`src/lb_bus_pkg.sv`:
```
// Local bus command struct, region codes, identification words and fixed read values
package lb_bus_pkg;

	// ----------------------------------------------------------------------
	// Address map
	// ----------------------------------------------------------------------

	// Upper address byte of the direct-write and mirror region
	localparam logic [7:0] local_upper = 8'h05;

	// Region a bus cycle falls into, decided from the upper byte
	typedef enum logic [1:0] {
		region_none  = 2'd0,
		region_bank  = 2'd1,
		region_local = 2'd2
	} lb_region_t;

	// One classified bus strobe
	typedef struct packed {
		logic        rd;
		logic        wr;
		lb_region_t  region;
		logic [4:0]  offset;
		logic [23:0] addr;
		logic [31:0] wdata;
	} lb_cmd_t;

	// ----------------------------------------------------------------------
	// Fixed read values
	// ----------------------------------------------------------------------

	// Identification words, ASCII, read at bank offsets 0 to 3
	localparam logic [31:0] id_word_0 = "LBsl";
	localparam logic [31:0] id_word_1 = "ave ";
	localparam logic [31:0] id_word_2 = "brd ";
	localparam logic [31:0] id_word_3 = "v1.0";

	// Unused bank offsets
	localparam logic [31:0] bank_default = "zzzz";

	// Anything outside the bank and local regions
	localparam logic [31:0] unmapped_value = 32'hdeadbeef;

endpackage

```
`src/board_pkg.sv`:
```
// Board control register struct, status struct, write offsets and field widths
package board_pkg;

	// Field widths
	localparam int duty_w   = 8;
	localparam int cfg_w    = 8;
	localparam int fault_w  = 16;
	localparam int uptime_w = 32;
	localparam int pin_w    = 9;

	// ----------------------------------------------------------------------
	// Direct-write offsets inside the local region
	// ----------------------------------------------------------------------
	localparam logic [4:0] off_led_user  = 5'd1;
	localparam logic [4:0] off_led1      = 5'd2;
	localparam logic [4:0] off_led2      = 5'd3;
	localparam logic [4:0] off_misc      = 5'd8;

	// Trigger pulses occupy off_trig_base up to off_trig_base + n_trig - 1
	localparam logic [4:0] off_trig_base = 5'd9;
	localparam int         n_trig        = 4;

	// Host writable control state
	typedef struct packed {
		logic              led_user;
		logic [duty_w-1:0] led1_duty;
		logic [duty_w-1:0] led2_duty;
		logic [cfg_w-1:0]  misc_config;
	} ctrl_regs_t;

	// Counters returned in the register bank
	typedef struct packed {
		logic [fault_w-1:0]  fault_count;
		logic [uptime_w-1:0] uptime;
	} status_t;

endpackage

```
`src/lb_decode.sv`:
```
// Bus strobe decoder producing a region-tagged read or write command
module lb_decode (
	input  logic                clk,
	input  logic [23:0]         addr,
	input  logic                control_strobe,
	input  logic                control_rd,
	input  logic [31:0]         data_out,
	output lb_bus_pkg::lb_cmd_t cmd
);

	logic in_bank;
	logic in_local;

	// Bank needs upper byte zero and the low nibble group zero
	assign in_bank  = (addr[23:16] == 8'h00) && (addr[7:4] == 4'h0);
	assign in_local = (addr[23:16] == lb_bus_pkg::local_upper);

	always_comb begin
		cmd.rd     = control_strobe & control_rd;
		cmd.wr     = control_strobe & ~control_rd;
		cmd.offset = addr[4:0];
		cmd.addr   = addr;
		cmd.wdata  = data_out;
		if (in_bank) begin
			cmd.region = lb_bus_pkg::region_bank;
		end else if (in_local) begin
			cmd.region = lb_bus_pkg::region_local;
		end else begin
			cmd.region = lb_bus_pkg::region_none;
		end
	end

	// ----------------------------------------------------------------------
	// Checks
	// ----------------------------------------------------------------------

	// Downstream blocks treat rd and wr as exclusive
	a_rd_wr_excl : assert property (
		@(posedge clk) !(cmd.rd && cmd.wr)
	) else $error("read and write asserted together");

endmodule

```
`src/lb_ctrl_regs.sv`:
```
// Direct-write control registers, configuration byte and one-cycle trigger pulses
module lb_ctrl_regs #(
	parameter logic [board_pkg::cfg_w-1:0] misc_config_default = '0
) (
	input  logic                           clk,
	input  logic                           rst,
	input  lb_bus_pkg::lb_cmd_t            cmd,
	output board_pkg::ctrl_regs_t          ctrl,
	output logic [board_pkg::n_trig-1:0]   trig
);

	logic local_wr;

	assign local_wr = cmd.wr && (cmd.region == lb_bus_pkg::region_local);

	// ----------------------------------------------------------------------
	// Control registers
	// ----------------------------------------------------------------------
	always_ff @(posedge clk) begin
		if (rst) begin
			ctrl.led_user    <= 1'b0;
			ctrl.led1_duty   <= '0;
			ctrl.led2_duty   <= '0;
			ctrl.misc_config <= misc_config_default;
		end else if (local_wr) begin
			case (cmd.offset)
				board_pkg::off_led_user: ctrl.led_user <= cmd.wdata[0];
				board_pkg::off_led1: ctrl.led1_duty <= cmd.wdata[board_pkg::duty_w-1:0];
				board_pkg::off_led2: ctrl.led2_duty <= cmd.wdata[board_pkg::duty_w-1:0];
				board_pkg::off_misc: ctrl.misc_config <= cmd.wdata[board_pkg::cfg_w-1:0];
				default: ;
			endcase
		end
	end

	// ----------------------------------------------------------------------
	// Trigger pulses
	// ----------------------------------------------------------------------

	// High for one cycle after the write edge, cleared otherwise
	always_ff @(posedge clk) begin
		if (rst) begin
			trig <= '0;
		end else begin
			for (int i = 0; i < board_pkg::n_trig; i++) begin
				trig[i] <= local_wr && (cmd.offset == board_pkg::off_trig_base + 5'(i));
			end
		end
	end

	// ----------------------------------------------------------------------
	// Checks
	// ----------------------------------------------------------------------

	a_trig_onehot : assert property (
		@(posedge clk) disable iff (rst) $onehot0(trig)
	) else $error("more than one trigger active");

endmodule

```
`src/lb_mirror.sv`:
```
// Mirror memory of local-region writes with synchronous readback
module lb_mirror #(
	parameter int mirror_aw = 5
) (
	input  logic                clk,
	input  lb_bus_pkg::lb_cmd_t cmd,
	output logic [31:0]         mirror_rdata
);

	localparam int depth = 1 << mirror_aw;

	logic [31:0]          mem [depth];
	logic [mirror_aw-1:0] waddr;
	logic                 local_wr;

	assign waddr    = cmd.addr[mirror_aw-1:0];
	assign local_wr = cmd.wr && (cmd.region == lb_bus_pkg::region_local);

	always_ff @(posedge clk) begin
		if (local_wr) begin
			mem[waddr] <= cmd.wdata;
		end
	end

	// Read in the same edge as stage one of the read pipeline
	always_ff @(posedge clk) begin
		if (cmd.rd) begin
			mirror_rdata <= mem[waddr];
		end
	end

endmodule

```
`src/led_pwm_status.sv`:
```
// PWM counter, LED duty compare, uptime and cross-domain fault counters
module led_pwm_status #(
	parameter int led_cw = 10
) (
	input  logic                  clk,
	input  logic                  rst,
	input  board_pkg::ctrl_regs_t ctrl,
	input  logic                  xdomain_fault,
	output board_pkg::status_t    status,
	output logic                  led1,
	output logic                  led2
);

	// Duty compare needs duty * 4 to fit in the counter
	if (led_cw < board_pkg::duty_w + 2) begin : g_cw_check
		$error("led_cw must be at least 10");
	end

	logic [led_cw-1:0] led_cc;
	logic              led_wrap;

	assign led_wrap = &led_cc;

	// ----------------------------------------------------------------------
	// PWM
	// ----------------------------------------------------------------------
	always_ff @(posedge clk) begin
		if (rst) begin
			led_cc <= '0;
			led1   <= 1'b0;
			led2   <= 1'b0;
		end else begin
			led_cc <= led_cc + 1'b1;
			led1   <= led_cc < led_cw'({ctrl.led1_duty, 2'b00});
			led2   <= led_cc < led_cw'({ctrl.led2_duty, 2'b00});
		end
	end

	// ----------------------------------------------------------------------
	// Counters
	// ----------------------------------------------------------------------
	always_ff @(posedge clk) begin
		if (rst) begin
			status <= '0;
		end else begin
			if (led_wrap)
				status.uptime <= status.uptime + 1'b1;
			// Wraps at 16 bits
			if (xdomain_fault)
				status.fault_count <= status.fault_count + 1'b1;
		end
	end

endmodule

```
`src/lb_read_mux.sv`:
```
// Two-stage read pipeline, bank word select then region select
module lb_read_mux (
	input  logic                          clk,
	input  logic                          rst,
	input  lb_bus_pkg::lb_cmd_t           cmd,
	input  board_pkg::ctrl_regs_t         ctrl,
	input  board_pkg::status_t            status,
	input  logic [board_pkg::pin_w-1:0]   pin_status,
	input  logic [31:0]                   mirror_rdata,
	output logic [31:0]                   data_in
);

	logic                   rd_r;
	lb_bus_pkg::lb_region_t region_r;
	logic [31:0]            bank_word;

	// ----------------------------------------------------------------------
	// Stage one
	// ----------------------------------------------------------------------
	always_ff @(posedge clk) begin
		if (rst)
			rd_r <= 1'b0;
		else
			rd_r <= cmd.rd;
	end

	always_ff @(posedge clk) begin
		if (cmd.rd) begin
			region_r <= cmd.region;
			case (cmd.addr[3:0])
				4'h0: bank_word <= lb_bus_pkg::id_word_0;
				4'h1: bank_word <= lb_bus_pkg::id_word_1;
				4'h2: bank_word <= lb_bus_pkg::id_word_2;
				4'h3: bank_word <= lb_bus_pkg::id_word_3;
				4'h4: bank_word <= 32'(status.fault_count);
				4'h5: bank_word <= 32'(status.uptime);
				4'h6: bank_word <= 32'(ctrl.misc_config);
				4'h7: bank_word <= 32'({ctrl.led2_duty, ctrl.led1_duty});
				4'h8: bank_word <= 32'(pin_status);
				default: bank_word <= lb_bus_pkg::bank_default;
			endcase
		end
	end

	// ----------------------------------------------------------------------
	// Stage two
	// ----------------------------------------------------------------------

	// Result holds until the next read reaches stage two
	always_ff @(posedge clk) begin
		if (rst) begin
			data_in <= '0;
		end else if (rd_r) begin
			case (region_r)
				lb_bus_pkg::region_bank:  data_in <= bank_word;
				lb_bus_pkg::region_local: data_in <= mirror_rdata;
				default:                  data_in <= lb_bus_pkg::unmapped_value;
			endcase
		end
	end

endmodule

```
`src/lb_slave_top.sv`:
```
// Local bus slave top level with decoder, execute blocks and read pipeline
module lb_slave_top #(
	parameter int                          led_cw              = 10,
	parameter logic [board_pkg::cfg_w-1:0] misc_config_default = '0,
	parameter int                          mirror_aw           = 5
) (
	input  logic                          clk,
	input  logic                          rst,
	input  logic [23:0]                   addr,
	input  logic                          control_strobe,
	input  logic                          control_rd,
	input  logic [31:0]                   data_out,
	output logic [31:0]                   data_in,
	input  logic                          xdomain_fault,
	input  logic [board_pkg::pin_w-1:0]   pin_status,
	output logic                          led_user_mode,
	output logic                          led1,
	output logic                          led2,
	output logic [3:0]                    cfg_enables,
	output logic [3:0]                    ext_config,
	output logic [board_pkg::n_trig-1:0]  trig
);

	lb_bus_pkg::lb_cmd_t   cmd;
	board_pkg::ctrl_regs_t ctrl;
	board_pkg::status_t    status;
	logic [31:0]           mirror_rdata;

	// ----------------------------------------------------------------------
	// Decode, execute, result
	// ----------------------------------------------------------------------
	lb_decode i_lb_decode (
		.clk, .addr, .control_strobe, .control_rd, .data_out, .cmd
	);

	lb_ctrl_regs #(.misc_config_default(misc_config_default)) i_lb_ctrl_regs (
		.clk, .rst, .cmd, .ctrl, .trig
	);

	lb_mirror #(.mirror_aw(mirror_aw)) i_lb_mirror (
		.clk, .cmd, .mirror_rdata
	);

	led_pwm_status #(.led_cw(led_cw)) i_led_pwm_status (
		.clk, .rst, .ctrl, .xdomain_fault, .status, .led1, .led2
	);

	lb_read_mux i_lb_read_mux (
		.clk, .rst, .cmd, .ctrl, .status, .pin_status, .mirror_rdata, .data_in
	);

	// Board enables from the configuration byte
	assign led_user_mode = ctrl.led_user;
	assign cfg_enables   = ctrl.misc_config[3:0];
	assign ext_config    = ctrl.misc_config[7:4];

endmodule

```
`config.mk`:
```
export PLATFORM = sky130hd
export DESIGN_NAME = lb_slave_top
export DESIGN_NICKNAME = d
export VERILOG_FILES = /design/src/lb_bus_pkg.sv /design/src/board_pkg.sv /design/src/lb_decode.sv /design/src/lb_ctrl_regs.sv /design/src/lb_mirror.sv /design/src/led_pwm_status.sv /design/src/lb_read_mux.sv /design/src/lb_slave_top.sv
export SDC_FILE = /design/constraint.sdc
export NUM_CORES = 1
export LEC_CHECK = 0
export BUFFER_PORTS_ARGS = -buffer_cell sky130_fd_sc_hd__buf_2
export CAP_MARGIN = 20
export CORE_UTILIZATION = 60
export CTS_BUF_LIST = sky130_fd_sc_hd__clkbuf_16
export DETAILED_ROUTE_END_ITERATION = 7
export PLACE_DENSITY_LB_ADDON = 0.3
export SLEW_MARGIN = 20
export SYNTH_ARGS = -nofsm -noshare
export SYNTH_HDL_FRONTEND = slang
export SYNTH_SLANG_ARGS = --single-unit
```
`constraint.sdc`:
```
create_clock -name clk -period 8.46 [get_ports clk]
set_input_delay 1.692 -clock clk [delete_from_list [all_inputs] [get_ports clk]]
set_output_delay 1.692 -clock clk [all_outputs]
set_load 0.01 [all_outputs]
```
* Word-level counts from Yosys, hierarchy flattened
Memory sizes are Yosys's and may differ from the RTL's. A register that Yosys moved wholly into a read port is not among the register bits.
Cells that the tools add are included.
** Operators by class
- Add/subtract/negate cells :: 3
- Reductions and logical operators :: 14
- Bitwise gates (word level) :: 3
- Eq/ne operators :: 20
- Magnitude comparators :: 2
- Mux-type cells :: 6
** Operator list (number)
- $pmux 32 s9 :: 1
- $pmux 32 s2 :: 1
- $add 32x1->32 const B :: 1
- $eq 5x4->1 const B :: 5
- $lt 10x10->1 :: 2
- $add 16x1->16 const B :: 1
- $eq 4x3->1 const B :: 4
- $add 10x1->10 const B :: 1
- $eq 5x2->1 const B :: 2
- $reduce_and 10->1 :: 1
- $eq 4x2->1 const B :: 2
- $eq 8x3->1 const B :: 1
- $logic_not 4->1 :: 2
- $logic_not 8->1 :: 1
- $reduce_and 2->1 :: 4
- $logic_and 1x1->1 :: 6
- $eq 5x1->1 const B :: 1
- $eq 2x2->1 const B :: 2
- $eq 4x1->1 const B :: 1
- $eq 4x4->1 const B :: 1
- $mux 2 :: 2
- $and 1x1->1 :: 2
- $eq 2x1->1 const B :: 1
- $mux 1 :: 2
- $not 1->1 :: 1
** Storage, ports and cells
- Register bits after elaboration :: 156
- Bits of input ports :: 70
- Logic and storage cells :: 63
- Output and inout bits :: 47
- Memories :: 1
- Memory bits (writable) :: 1024
** Memory list
- i_lb_mirror.mem :: words 32, bits a word 32, read ports 1, clocked after memory_dff 1, wr ports 1, RTL line lb_mirror.sv:12 : logic [31:0] mem [depth];

* Logic depth before layout (Yosys ltp)
Gate-level depths: netlist (run 1).
- Word-level depth :: 7
- Gate-level depth with buffers :: 9
- Depth with buffers taken out :: 6

* Modules after synthesis
Synthesis (run 1) repeated with hierarchy kept, for this count alone.
** Second synthesis, totals
- Cells, all modules :: 3019
- Area, all modules :: 48423.9 µm²
** Modules (own cells, without submodules)
- lb_mirror :: area an instance 40029.6 µm², sequential area each 31710.4 µm², cells an instance 2111, instances 1
- lb_read_mux :: area an instance 3440.8 µm², sequential area each 1681.6 µm², cells an instance 351, instances 1
- led_pwm_status :: area an instance 3201.8 µm², sequential area each 1201.2 µm², cells an instance 375, instances 1
- lb_ctrl_regs :: area an instance 1229.9 µm², sequential area each 580.6 µm², cells an instance 112, instances 1
- lb_decode :: area an instance 521.8 µm², sequential area each 0.0 µm², cells an instance 70, instances 1

* Worst setup path before layout (run 1)
OpenSTA, ideal clock, no wires.
- Path type :: input -> register
- Start point :: in addr[2]
- End point :: mem i_lb_mirror.mem[7][0] (enable)
- Stages on the path :: 6
- Arrival time :: 5783 ps
- Required time :: 7958 ps
- Path buffers :: 4
- Library setup time :: 502 ps
- Path slack :: 2175 ps
- Cells stage by stage :: buf_2 buf_4 buf_2 nand2_1 clkbuf_1 nor4_1
** RTL lines
- start: declaration :: RTL line lb_slave_top.sv:9 : input logic [23:0] addr,
- end: declaration :: RTL line lb_mirror.sv:12
No word-level cell before the write port.

* Worst setup path in the final report (run 1)
- Start point :: in addr[1]
- End point :: mem i_lb_mirror.mem[27][24] (enable)
No word-level cell before the write port.

==> reports/summary.json, run 1 <==
{
  "outcome": {
    "status": "finished, final reports clean"
  },
  "placement": {
    "place.detailed.instances": 3787,
    "numPortBuffers": 108,
    "placement.cell_area_um2": 49600,
    "detailed_place_hpwl_um": 67000,
    "gp_congestion": 0.921
  },
  "sta": {
    "slew_violations": 0,
    "setup_repair_after_global_routing_missed_its_margin": "false",
    "worstMarginPinSlew_ns": 1.14,
    "finalWorstPathRequiredPeriod_ns": 4.90,
    "max_clock_freq_mhz": 204,
    "post-route-period-util_pct": 57.9,
    "finalSetupTns_ns": 0,
    "clock-skew-final_ns": 0.0287,
    "hold_violations": 0,
    "final_setup_violation_count": 0,
    "max-slew-margin-rel_pct": 24.0
  },
  "power": {
    "power_leakage_nw": 17.9,
    "max-vdd-ir-drop_v": 0.000197,
    "report.power.total_mw": 12.3,
    "power.density_cell_area_nw_per_um2": 229
  },
  "clocking": {
    "worstSkewPairLatency_ns": 0.70,
    "clk_root_buffer_cell": "sky130_fd_sc_hd__clkbuf_16",
    "total_of_cells_resized_after_clock_tree_synthesis": 0,
    "cts_made_buffers": 115,
    "cts.clk_slew.worst_paths_ns": 0.06,
    "tritoncts": "done",
    "clock-sinks": 1212,
    "hold_buffer_count_at_cts": 0,
    "cts.htree.levels": 3,
    "post_cts.repair.setup_buffers": 0,
    "clock_buffer_depth": 3
  },
  "cells_and_area": {
    "highest_count_cells_in_the_layout_ignoring_fill_and_taps": "1090 x sky130_fd_sc_hd__edfxtp_1, 253 x sky130_fd_sc_hd__mux2i_1, 178 x sky130_fd_sc_hd__nor2_1, 160 x sky130_fd_sc_hd__mux4_2, 121 x sky130_fd_sc_hd__dfxtp_1",
    "layout_commonest_cell": "sky130_fd_sc_hd__edfxtp_1",
    "post_route_cells_drive_above_1_share_pct": 19.8,
    "ff_latch_area_um2": 35200,
    "post-route-cell-area_um2": 53400,
    "finalNetCount": 2945,
    "finish.cell_count_without_fillers": 4009,
    "flow.area_growth_from_synthesis_pct": 11.6,
    "nFillCells": 4983,
    "multi_input_gate_area_in_the_final_layout_um2": 11900
  },
  "logic_synthesis": {
    "ys.warnings.count": 0,
    "synth-seq-cells": 1212,
    "count_of_flip_flops_with_a_built_in_enable_after_synthesis": 1090,
    "yosys.cell_types.count": 65,
    "syn-instance-count": 2732,
    "share_of_the_yosys_chip_area_belonging_to_registers_pct": 73.5,
    "synthDominantCellAreaShare_pct": 68.4,
    "mappedNetlistNets": 2821,
    "synth_top_area_cell": "sky130_fd_sc_hd__edfxtp_1",
    "synth.cell_area_um2": 47900,
    "synthesized_area_per_cell_um2": 17.5,
    "ys_top_cells_by_area": "sky130_fd_sc_hd__edfxtp_1 68%, sky130_fd_sc_hd__mux4_2 7.5%, sky130_fd_sc_hd__mux2i_1 5.3%, sky130_fd_sc_hd__dfxtp_1 5.1%, sky130_fd_sc_hd__nor2_1 1.5%",
    "main_synth_ff_type": "sky130_fd_sc_hd__edfxtp_1",
    "synth-async-reset-ratio_pct": 0
  },
  "route": {
    "wl_um": 121000,
    "route.vias.total": 26913,
    "firstDrtPassIters": 6,
    "post_drt_wl_per_cell_um": 30.3,
    "detail-route-antenna-nets": 0,
    "detailedRoute.firstIterationViolations": 3558,
    "avgViaCountPerCell": 6.71,
    "detail_route.drc_violations": 0
  },
  "global_routing": {
    "wire_length_of_the_first_global_routing_pass_um": 176000,
    "grt.total_usage_pct": 30.1,
    "grt_antenna_before_repair": 4,
    "grt_max_degree": 113,
    "vias_in_the_first_global_route": 26836,
    "grt_overflow_total": 0
  },
  "floorplanning": {
    "die_area_um2": 80900,
    "die_width_um": 284,
    "core.rowCount": 103,
    "ios": 117,
    "core_region_um2": 79000,
    "dieHeight_um": 284,
    "initial_standard_cell_utilization_of_the_core_pct": 60.6
  },
  "worst_setup_path": {
    "worst_setup_path_startpoint": "addr[1]",
    "setup.worst_path.start_class": "primary input",
    "regToRegStartpoint": "i_led_pwm_status.led_cc[0]$_SDFF_PP0_",
    "timing.setup.critical_path_class": "in2reg",
    "worstSetupEndpoint": "i_lb_mirror.mem[27][24]$_DFFE_PP_",
    "end_kind": "flip-flop",
    "cp_data_arrival_time_ns": 5.22,
    "required_time_of_the_critical_path_ns": 8.79,
    "path_max_fanout": 74,
    "r2r_end": "i_led_pwm_status.status[25]$_SDFFE_PP0P_",
    "timing.reg2reg.setup_slack_ns": 6.25,
    "worst_r2r_path_depth": 7
  },
  "run": {
    "cap_viol_max_count": 0
  },
  "hold_path": {
    "worst_hold_startpoint": "i_led_pwm_status.led_cc[0]$_SDFF_PP0_",
    "hold_path_class": "reg2reg"
  }
}
==> cell type report <==
cell class	instances	share of cell area [%]
clock inverters	102	1.63
clock buffers	117	5.48
diodes	1	0.00468
repair buffers	176	2.10
multi-input cells	1321	22.3
flip-flops and latches	1212	65.8
inverters	30	0.213
well taps	1050	2.46
==> Yosys cell counts (5+ instances only) <==
| library cell | count |
|---|---|
| sky130_fd_sc_hd__a2111oi_0 | 5 |
| sky130_fd_sc_hd__a211oi_1 | 29 |
| sky130_fd_sc_hd__a21o_1 | 9 |
| sky130_fd_sc_hd__a21oi_1 | 70 |
| sky130_fd_sc_hd__a221oi_1 | 54 |
| sky130_fd_sc_hd__a22o_1 | 9 |
| sky130_fd_sc_hd__a22oi_1 | 14 |
| sky130_fd_sc_hd__a311oi_1 | 6 |
| sky130_fd_sc_hd__a31oi_1 | 6 |
| sky130_fd_sc_hd__and2_1 | 5 |
| sky130_fd_sc_hd__and3_1 | 17 |
| sky130_fd_sc_hd__and4_1 | 7 |
| sky130_fd_sc_hd__buf_1 | 12 |
| sky130_fd_sc_hd__buf_2 | 42 |
| sky130_fd_sc_hd__buf_4 | 30 |
| sky130_fd_sc_hd__buf_6 | 15 |
| sky130_fd_sc_hd__clkbuf_1 | 70 |
| sky130_fd_sc_hd__dfxtp_1 | 122 |
| sky130_fd_sc_hd__edfxtp_1 | 1090 |
| sky130_fd_sc_hd__ha_1 | 19 |
| sky130_fd_sc_hd__inv_1 | 29 |
| sky130_fd_sc_hd__mux2_2 | 23 |
| sky130_fd_sc_hd__mux2i_1 | 253 |
| sky130_fd_sc_hd__mux4_2 | 160 |
| sky130_fd_sc_hd__nand2_1 | 99 |
| sky130_fd_sc_hd__nand3_1 | 39 |
| sky130_fd_sc_hd__nand4_1 | 26 |
| sky130_fd_sc_hd__nor2_1 | 193 |
| sky130_fd_sc_hd__nor2b_1 | 22 |
| sky130_fd_sc_hd__nor3_1 | 37 |
| sky130_fd_sc_hd__nor4_1 | 14 |
| sky130_fd_sc_hd__o21a_1 | 10 |
| sky130_fd_sc_hd__o21ai_0 | 35 |
| sky130_fd_sc_hd__o221ai_1 | 22 |
| sky130_fd_sc_hd__o22ai_1 | 49 |
| sky130_fd_sc_hd__or3_1 | 6 |
| sky130_fd_sc_hd__xnor2_1 | 16 |
| sky130_fd_sc_hd__xor2_1 | 29 |
==> how the worst min path moves through the flow <==
stage                                                 end  slack, ns  cells after the start
finish              i_led_pwm_status.led_cc[0]$_SDFF_PP0_       0.48                      1
global route        i_led_pwm_status.led_cc[0]$_SDFF_PP0_       0.49                      1
CTS                   i_lb_ctrl_regs.ctrl[5]$_SDFFE_PP0P_       0.48                      2
detailed placement    i_lb_ctrl_regs.ctrl[5]$_SDFFE_PP0P_       0.47                      2
global placement    i_led_pwm_status.led_cc[0]$_SDFF_PP0_       0.44                      1
floorplan           i_led_pwm_status.led_cc[0]$_SDFF_PP0_       0.43                      1
==> worst max-delay path, stage by stage <==
cell	delay, ns
sky130_fd_sc_hd__buf_8	0.50
sky130_fd_sc_hd__buf_4	0.67
sky130_fd_sc_hd__nand2_4	0.26
sky130_fd_sc_hd__inv_1	0.21
sky130_fd_sc_hd__nand3_1	0.46
sky130_fd_sc_hd__nor2_4	0.78
sky130_fd_sc_hd__buf_4	0.52
==> through the flow <==
| step | utilization, % | hold slack, ns | worst slack, ns |
|---|---|---|---|
| 2_1_floorplan | - | 0.430 | 2.17 |
| 3_3_place_gp | 62.8 | 0.442 | 3.06 |
| 3_5_place_dp | 62.8 | 0.470 | 3.00 |
| 4_1_cts | 67.6 | 0.480 | 3.70 |
| 5_1_grt | 67.6 | 0.495 | 3.55 |
| 6_report | 67.6 | 0.481 | 3.56 |
==> layer usage <==
metal / up-vias / track usage, % / wire, um
met1: 13579 / 41.1 / 44300
met3: 358 / 6.45 / 14600
li1: 11166 / - / -
met5: - / 0 / 41
met4: 6 / 11.3 / 4890
met2: 1804 / 48.2 / 57500
==> report_power, final <==
part	total (mW)	switching (mW)	internal [mW]	leakage, nW
sequential	6.57	0.0256	6.55	10.8
combinational	0.557	0.366	0.190	5.13
clock	5.12	2.23	2.89	1.92
total	12.3	2.63	9.62	17.9
==> cells by family after synthesis <==
| family | count (synthesis) | synth area share (%) |
|---|---|---|
| buf+inv | 199 | 2.14 |
| xor+xnor | 45 | 0.823 |
| mux | 436 | 13.4 |
| compound gates | 336 | 4.92 |
| simple gates | 485 | 4.80 |
| flops | 1212 | 73.5 |
| fa+ha+maj | 19 | 0.497 |
==> sequential cells by signal (all words and copies together), names as in the netlist <==
| name | flops |
|---|---|
| i_lb_read_mux.bank_word | 32 |
| i_lb_ctrl_regs.trig | 4 |
| i_led_pwm_status.led_cc | 10 |
| i_led_pwm_status.led1 | 1 |
| i_led_pwm_status.status | 48 |
| i_lb_read_mux.region_r | 2 |
| i_lb_mirror.mem | 1024 |
| i_lb_read_mux.rd_r | 1 |
| i_led_pwm_status.led2 | 1 |
| i_lb_mirror.mirror_rdata | 32 |
| i_lb_read_mux.data_in | 32 |
| i_lb_ctrl_regs.ctrl | 25 |
(Power assumes the default switching activity.)
==> run 2: changes to the inputs <==
- CORE_UTILIZATION: 60 -> 56
- clock period: 8.46 -> 4.5 ns (I/O delays scaled with it)
==> reports/summary.json, run 2 (synthesis gave the netlist of run 1 again) <==
{
  "sta": {
    "fin_ws": {"value": 1.55, "unit": "ns", "change": "-2.02 ns"},
    "setup_repair_after_global_routing_missed_its_margin": "false",
    "final_setup_violation_count": {"value": 0, "change": "unchanged"},
    "max-slew-margin-rel": {"value": 27.2, "unit": "%", "change": "+3.2 points"},
    "worstMarginPinSlew": {"value": 1.09, "unit": "ns", "change": "-0.0484 ns"},
    "post-route-period-util_pct": 65.7,
    "finalWorstPathRequiredPeriod_ns": 2.95,
    "holdWs": {"value": 0.465, "unit": "ns", "change": "-0.0153 ns"},
    "clock-skew-final": {"value": 0.0511, "unit": "ns", "change": "+0.0224 ns"},
    "hold_violations": {"value": 0, "change": "unchanged"},
    "slew_violations": {"value": 0, "change": "unchanged"},
    "max_clock_freq_mhz": 338
  },
  "cells_and_area": {
    "largest-register": "i_lb_mirror.mem",
    "antennaDiodeCount": {"value": 0, "change": "-1"},
    "flow.area_growth_from_synthesis_pct": 13.1,
    "nFillCells": {"value": 5676, "change": "+14%"},
    "biggestRegsByFlops": "i_lb_mirror.mem x1024, i_led_pwm_status.status x48",
    "layout_commonest_cell": "sky130_fd_sc_hd__edfxtp_1",
    "largest_reg_flops": {"value": 1024, "change": "unchanged"},
    "post_route_cells_drive_above_1_share": {"value": 20.8, "unit": "%", "change": "+0.98 points"},
    "highest_count_cells_in_the_layout_ignoring_fill_and_taps": "1090 x sky130_fd_sc_hd__edfxtp_1, 253 x sky130_fd_sc_hd__mux2i_1, 178 x sky130_fd_sc_hd__nor2_1, 160 x sky130_fd_sc_hd__mux4_2, 121 x sky130_fd_sc_hd__dfxtp_1",
    "finalNetCount": {"value": 2983, "change": "+1.3%"}
  },
  "clocking": {
    "worstSkewPairLatency": {"value": 0.71, "unit": "ns", "change": "about the same"},
    "clock_buffer_depth": {"value": 3, "change": "unchanged"},
    "total_of_cells_resized_after_clock_tree_synthesis": {"value": 0, "change": "unchanged"},
    "clock-sinks": {"value": 1212, "change": "unchanged"},
    "tritoncts": "done",
    "cts_made_buffers": {"value": 117, "change": "+1.7%"},
    "post_cts.repair.setup_buffers": {"value": 0, "change": "unchanged"},
    "cts.htree.levels": {"value": 3, "change": "unchanged"},
    "cts.clk_slew.worst_paths": {"value": 0.06, "unit": "ns", "change": "about the same"},
    "clk_root_buffer_cell": "sky130_fd_sc_hd__clkbuf_16",
    "hold_buffer_count_at_cts": {"value": 0, "change": "unchanged"}
  },
  "global_routing": {
    "grt_max_degree": {"value": 100, "change": "-12%"},
    "grt_antenna_before_repair": {"value": 3, "change": "-1"},
    "grt_overflow_total": {"value": 0, "change": "unchanged"},
    "grt.total_usage": {"value": 28.1, "unit": "%", "change": "-2.0 points"},
    "vias_in_the_first_global_route": {"value": 26806, "change": "-0.11%"},
    "wire_length_of_the_first_global_routing_pass": {"value": 175000, "unit": "um", "change": "-0.66%"}
  },
  "floorplanning": {
    "core.rowCount": {"value": 106, "change": "+2.9%"},
    "die_width": {"value": 294, "unit": "um", "change": "+3.5%"},
    "core_region": {"value": 84100, "unit": "um^2", "change": "+6.4%"},
    "die_area": {"value": 86700, "unit": "um^2", "change": "+7.1%"},
    "dieHeight": {"value": 294, "unit": "um", "change": "+3.5%"},
    "initial_standard_cell_utilization_of_the_core": {"value": 56.9, "unit": "%", "change": "-3.7 points"},
    "ios": {"value": 117, "change": "unchanged"}
  },
  "route": {
    "detail-route-antenna-nets": {"value": 0, "change": "unchanged"},
    "detail_route.drc_violations": {"value": 0, "change": "unchanged"},
    "firstDrtPassIters": {"value": 5, "change": "-1"},
    "detailedRoute.firstIterationViolations": {"value": 2992, "change": "-16%"},
    "avgViaCountPerCell": {"value": 6.42, "change": "-4.4%"},
    "route.vias.total": {"value": 26502, "change": "-1.5%"},
    "post_drt_wl_per_cell": {"value": 29.0, "unit": "um", "change": "-4.0%"},
    "wl": {"value": 120000, "unit": "um", "change": "-1.1%"}
  },
  "hold_path": {
    "hold_path_class": "reg2reg"
  },
  "worst_setup_path": {
    "required_time_of_the_critical_path": {"value": 4.93, "unit": "ns", "change": "-3.86 ns"},
    "cp_data_arrival_time": {"value": 3.39, "unit": "ns", "change": "-1.83 ns"},
    "path_max_fanout": {"value": 61, "change": "-18%"},
    "end_kind": "flip-flop",
    "timing.setup.critical_path_class": "in2reg",
    "setup.worst_path.start_class": "primary input"
  },
  "outcome": {
    "status": "finished, final reports clean"
  },
  "placement": {
    "numPortBuffers": {"value": 108, "change": "unchanged"},
    "dp_worst_setup_slack": {"value": 0.807, "unit": "ns", "change": "-2.19 ns"},
    "detailed_place_hpwl": {"value": 69900, "unit": "um", "change": "+4.3%"},
    "gp_congestion": {"value": 0.945, "change": "+2.6%"}
  },
  "run": {
    "cap_viol_max_count": {"value": 0, "change": "unchanged"}
  },
  "power": {
    "max-vdd-ir-drop": {"value": 0.000332, "unit": "V", "change": "+68%"},
    "power.density_cell_area": {"value": 431, "unit": "nW/um^2", "change": "+88%"},
    "power_leakage": {"value": 18.2, "unit": "nW", "change": "+1.9%"},
    "report.power.total": {"value": 23.3, "unit": "mW", "change": "+91%"}
  }
}
==> run 2: cell types whose count changed in the layout (fill, tap and decap cells not counted), sizes merged <==
cell      previous run  this run
buf                176       212
clkbuf             117       119
bufinv              12        16
clkinvlp             8         2
inv                 51        49
clkinv              61        66
diode                1         0
==> run 2: power by group <==
group | switching [mW] | internal [mW] | leakage, nW
registers | 0.0465 | 12.3 | 10.8
clock network | 4.19 | 5.73 | 2.01
logic | 0.699 | 0.375 | 5.39
==> run 2: through the flow <==
step	TNS (ns)	std cells	utilization, %	cell area [um^2]
finish	0	4131	64.4	54200
global route	0	4131	64.4	54200
CTS	0	4131	64.4	54200
detailed placement	0	3909	59.7	50200
global placement	0	3909	59.7	50200
floorplan	-67.40	2732	-	47900
==> run 2: final timing paths <==
| path | start | to | slack (ns) | cells after the start |
|---|---|---|---|---|
| worst max-delay path | addr[0] | i_lb_mirror.mirror_rdata[15]$_DFFE_PP_ | 1.55 | 6 |
| worst min-delay path | i_led_pwm_status.led_cc[0]$_SDFF_PP0_ | i_led_pwm_status.led_cc[0]$_SDFF_PP0_ | 0.47 | 1 |
| worst max register to register | i_led_pwm_status.led_cc[0]$_SDFF_PP0_ | i_led_pwm_status.status[27]$_SDFFE_PP0P_ | 1.93 | 6 |
| worst min register to register | i_led_pwm_status.led_cc[0]$_SDFF_PP0_ | i_led_pwm_status.led_cc[0]$_SDFF_PP0_ | 0.47 | 1 |
==> run 2: critical path, stage by stage <==
cell	delay (ns)
sky130_fd_sc_hd__buf_8	0.54
sky130_fd_sc_hd__buf_4	0.42
sky130_fd_sc_hd__mux4_2	0.55
sky130_fd_sc_hd__mux2_2	0.29
sky130_fd_sc_hd__a221oi_1	0.49
sky130_fd_sc_hd__a21oi_1	0.10
==> run 2: area by class of cell <==
cell class                 instances  area, um^2  share of cell area (%)
sequential                      1212       35200                    64.9
multi-input combinational       1321       11900                    22.1
clock buffer                     119        2980                    5.50
timing repair buffer             212        1560                    2.88
tap                             1134        1420                    2.62
clock inverter                   103         966                    1.78
inverter                          30         114                   0.210
==> run 2: routing by layer <==
metal	wire, um	track usage, %
met3	11700	6.45
met5	13	0
met1	45900	37.2
met4	4280	10.2
met2	58100	45.8
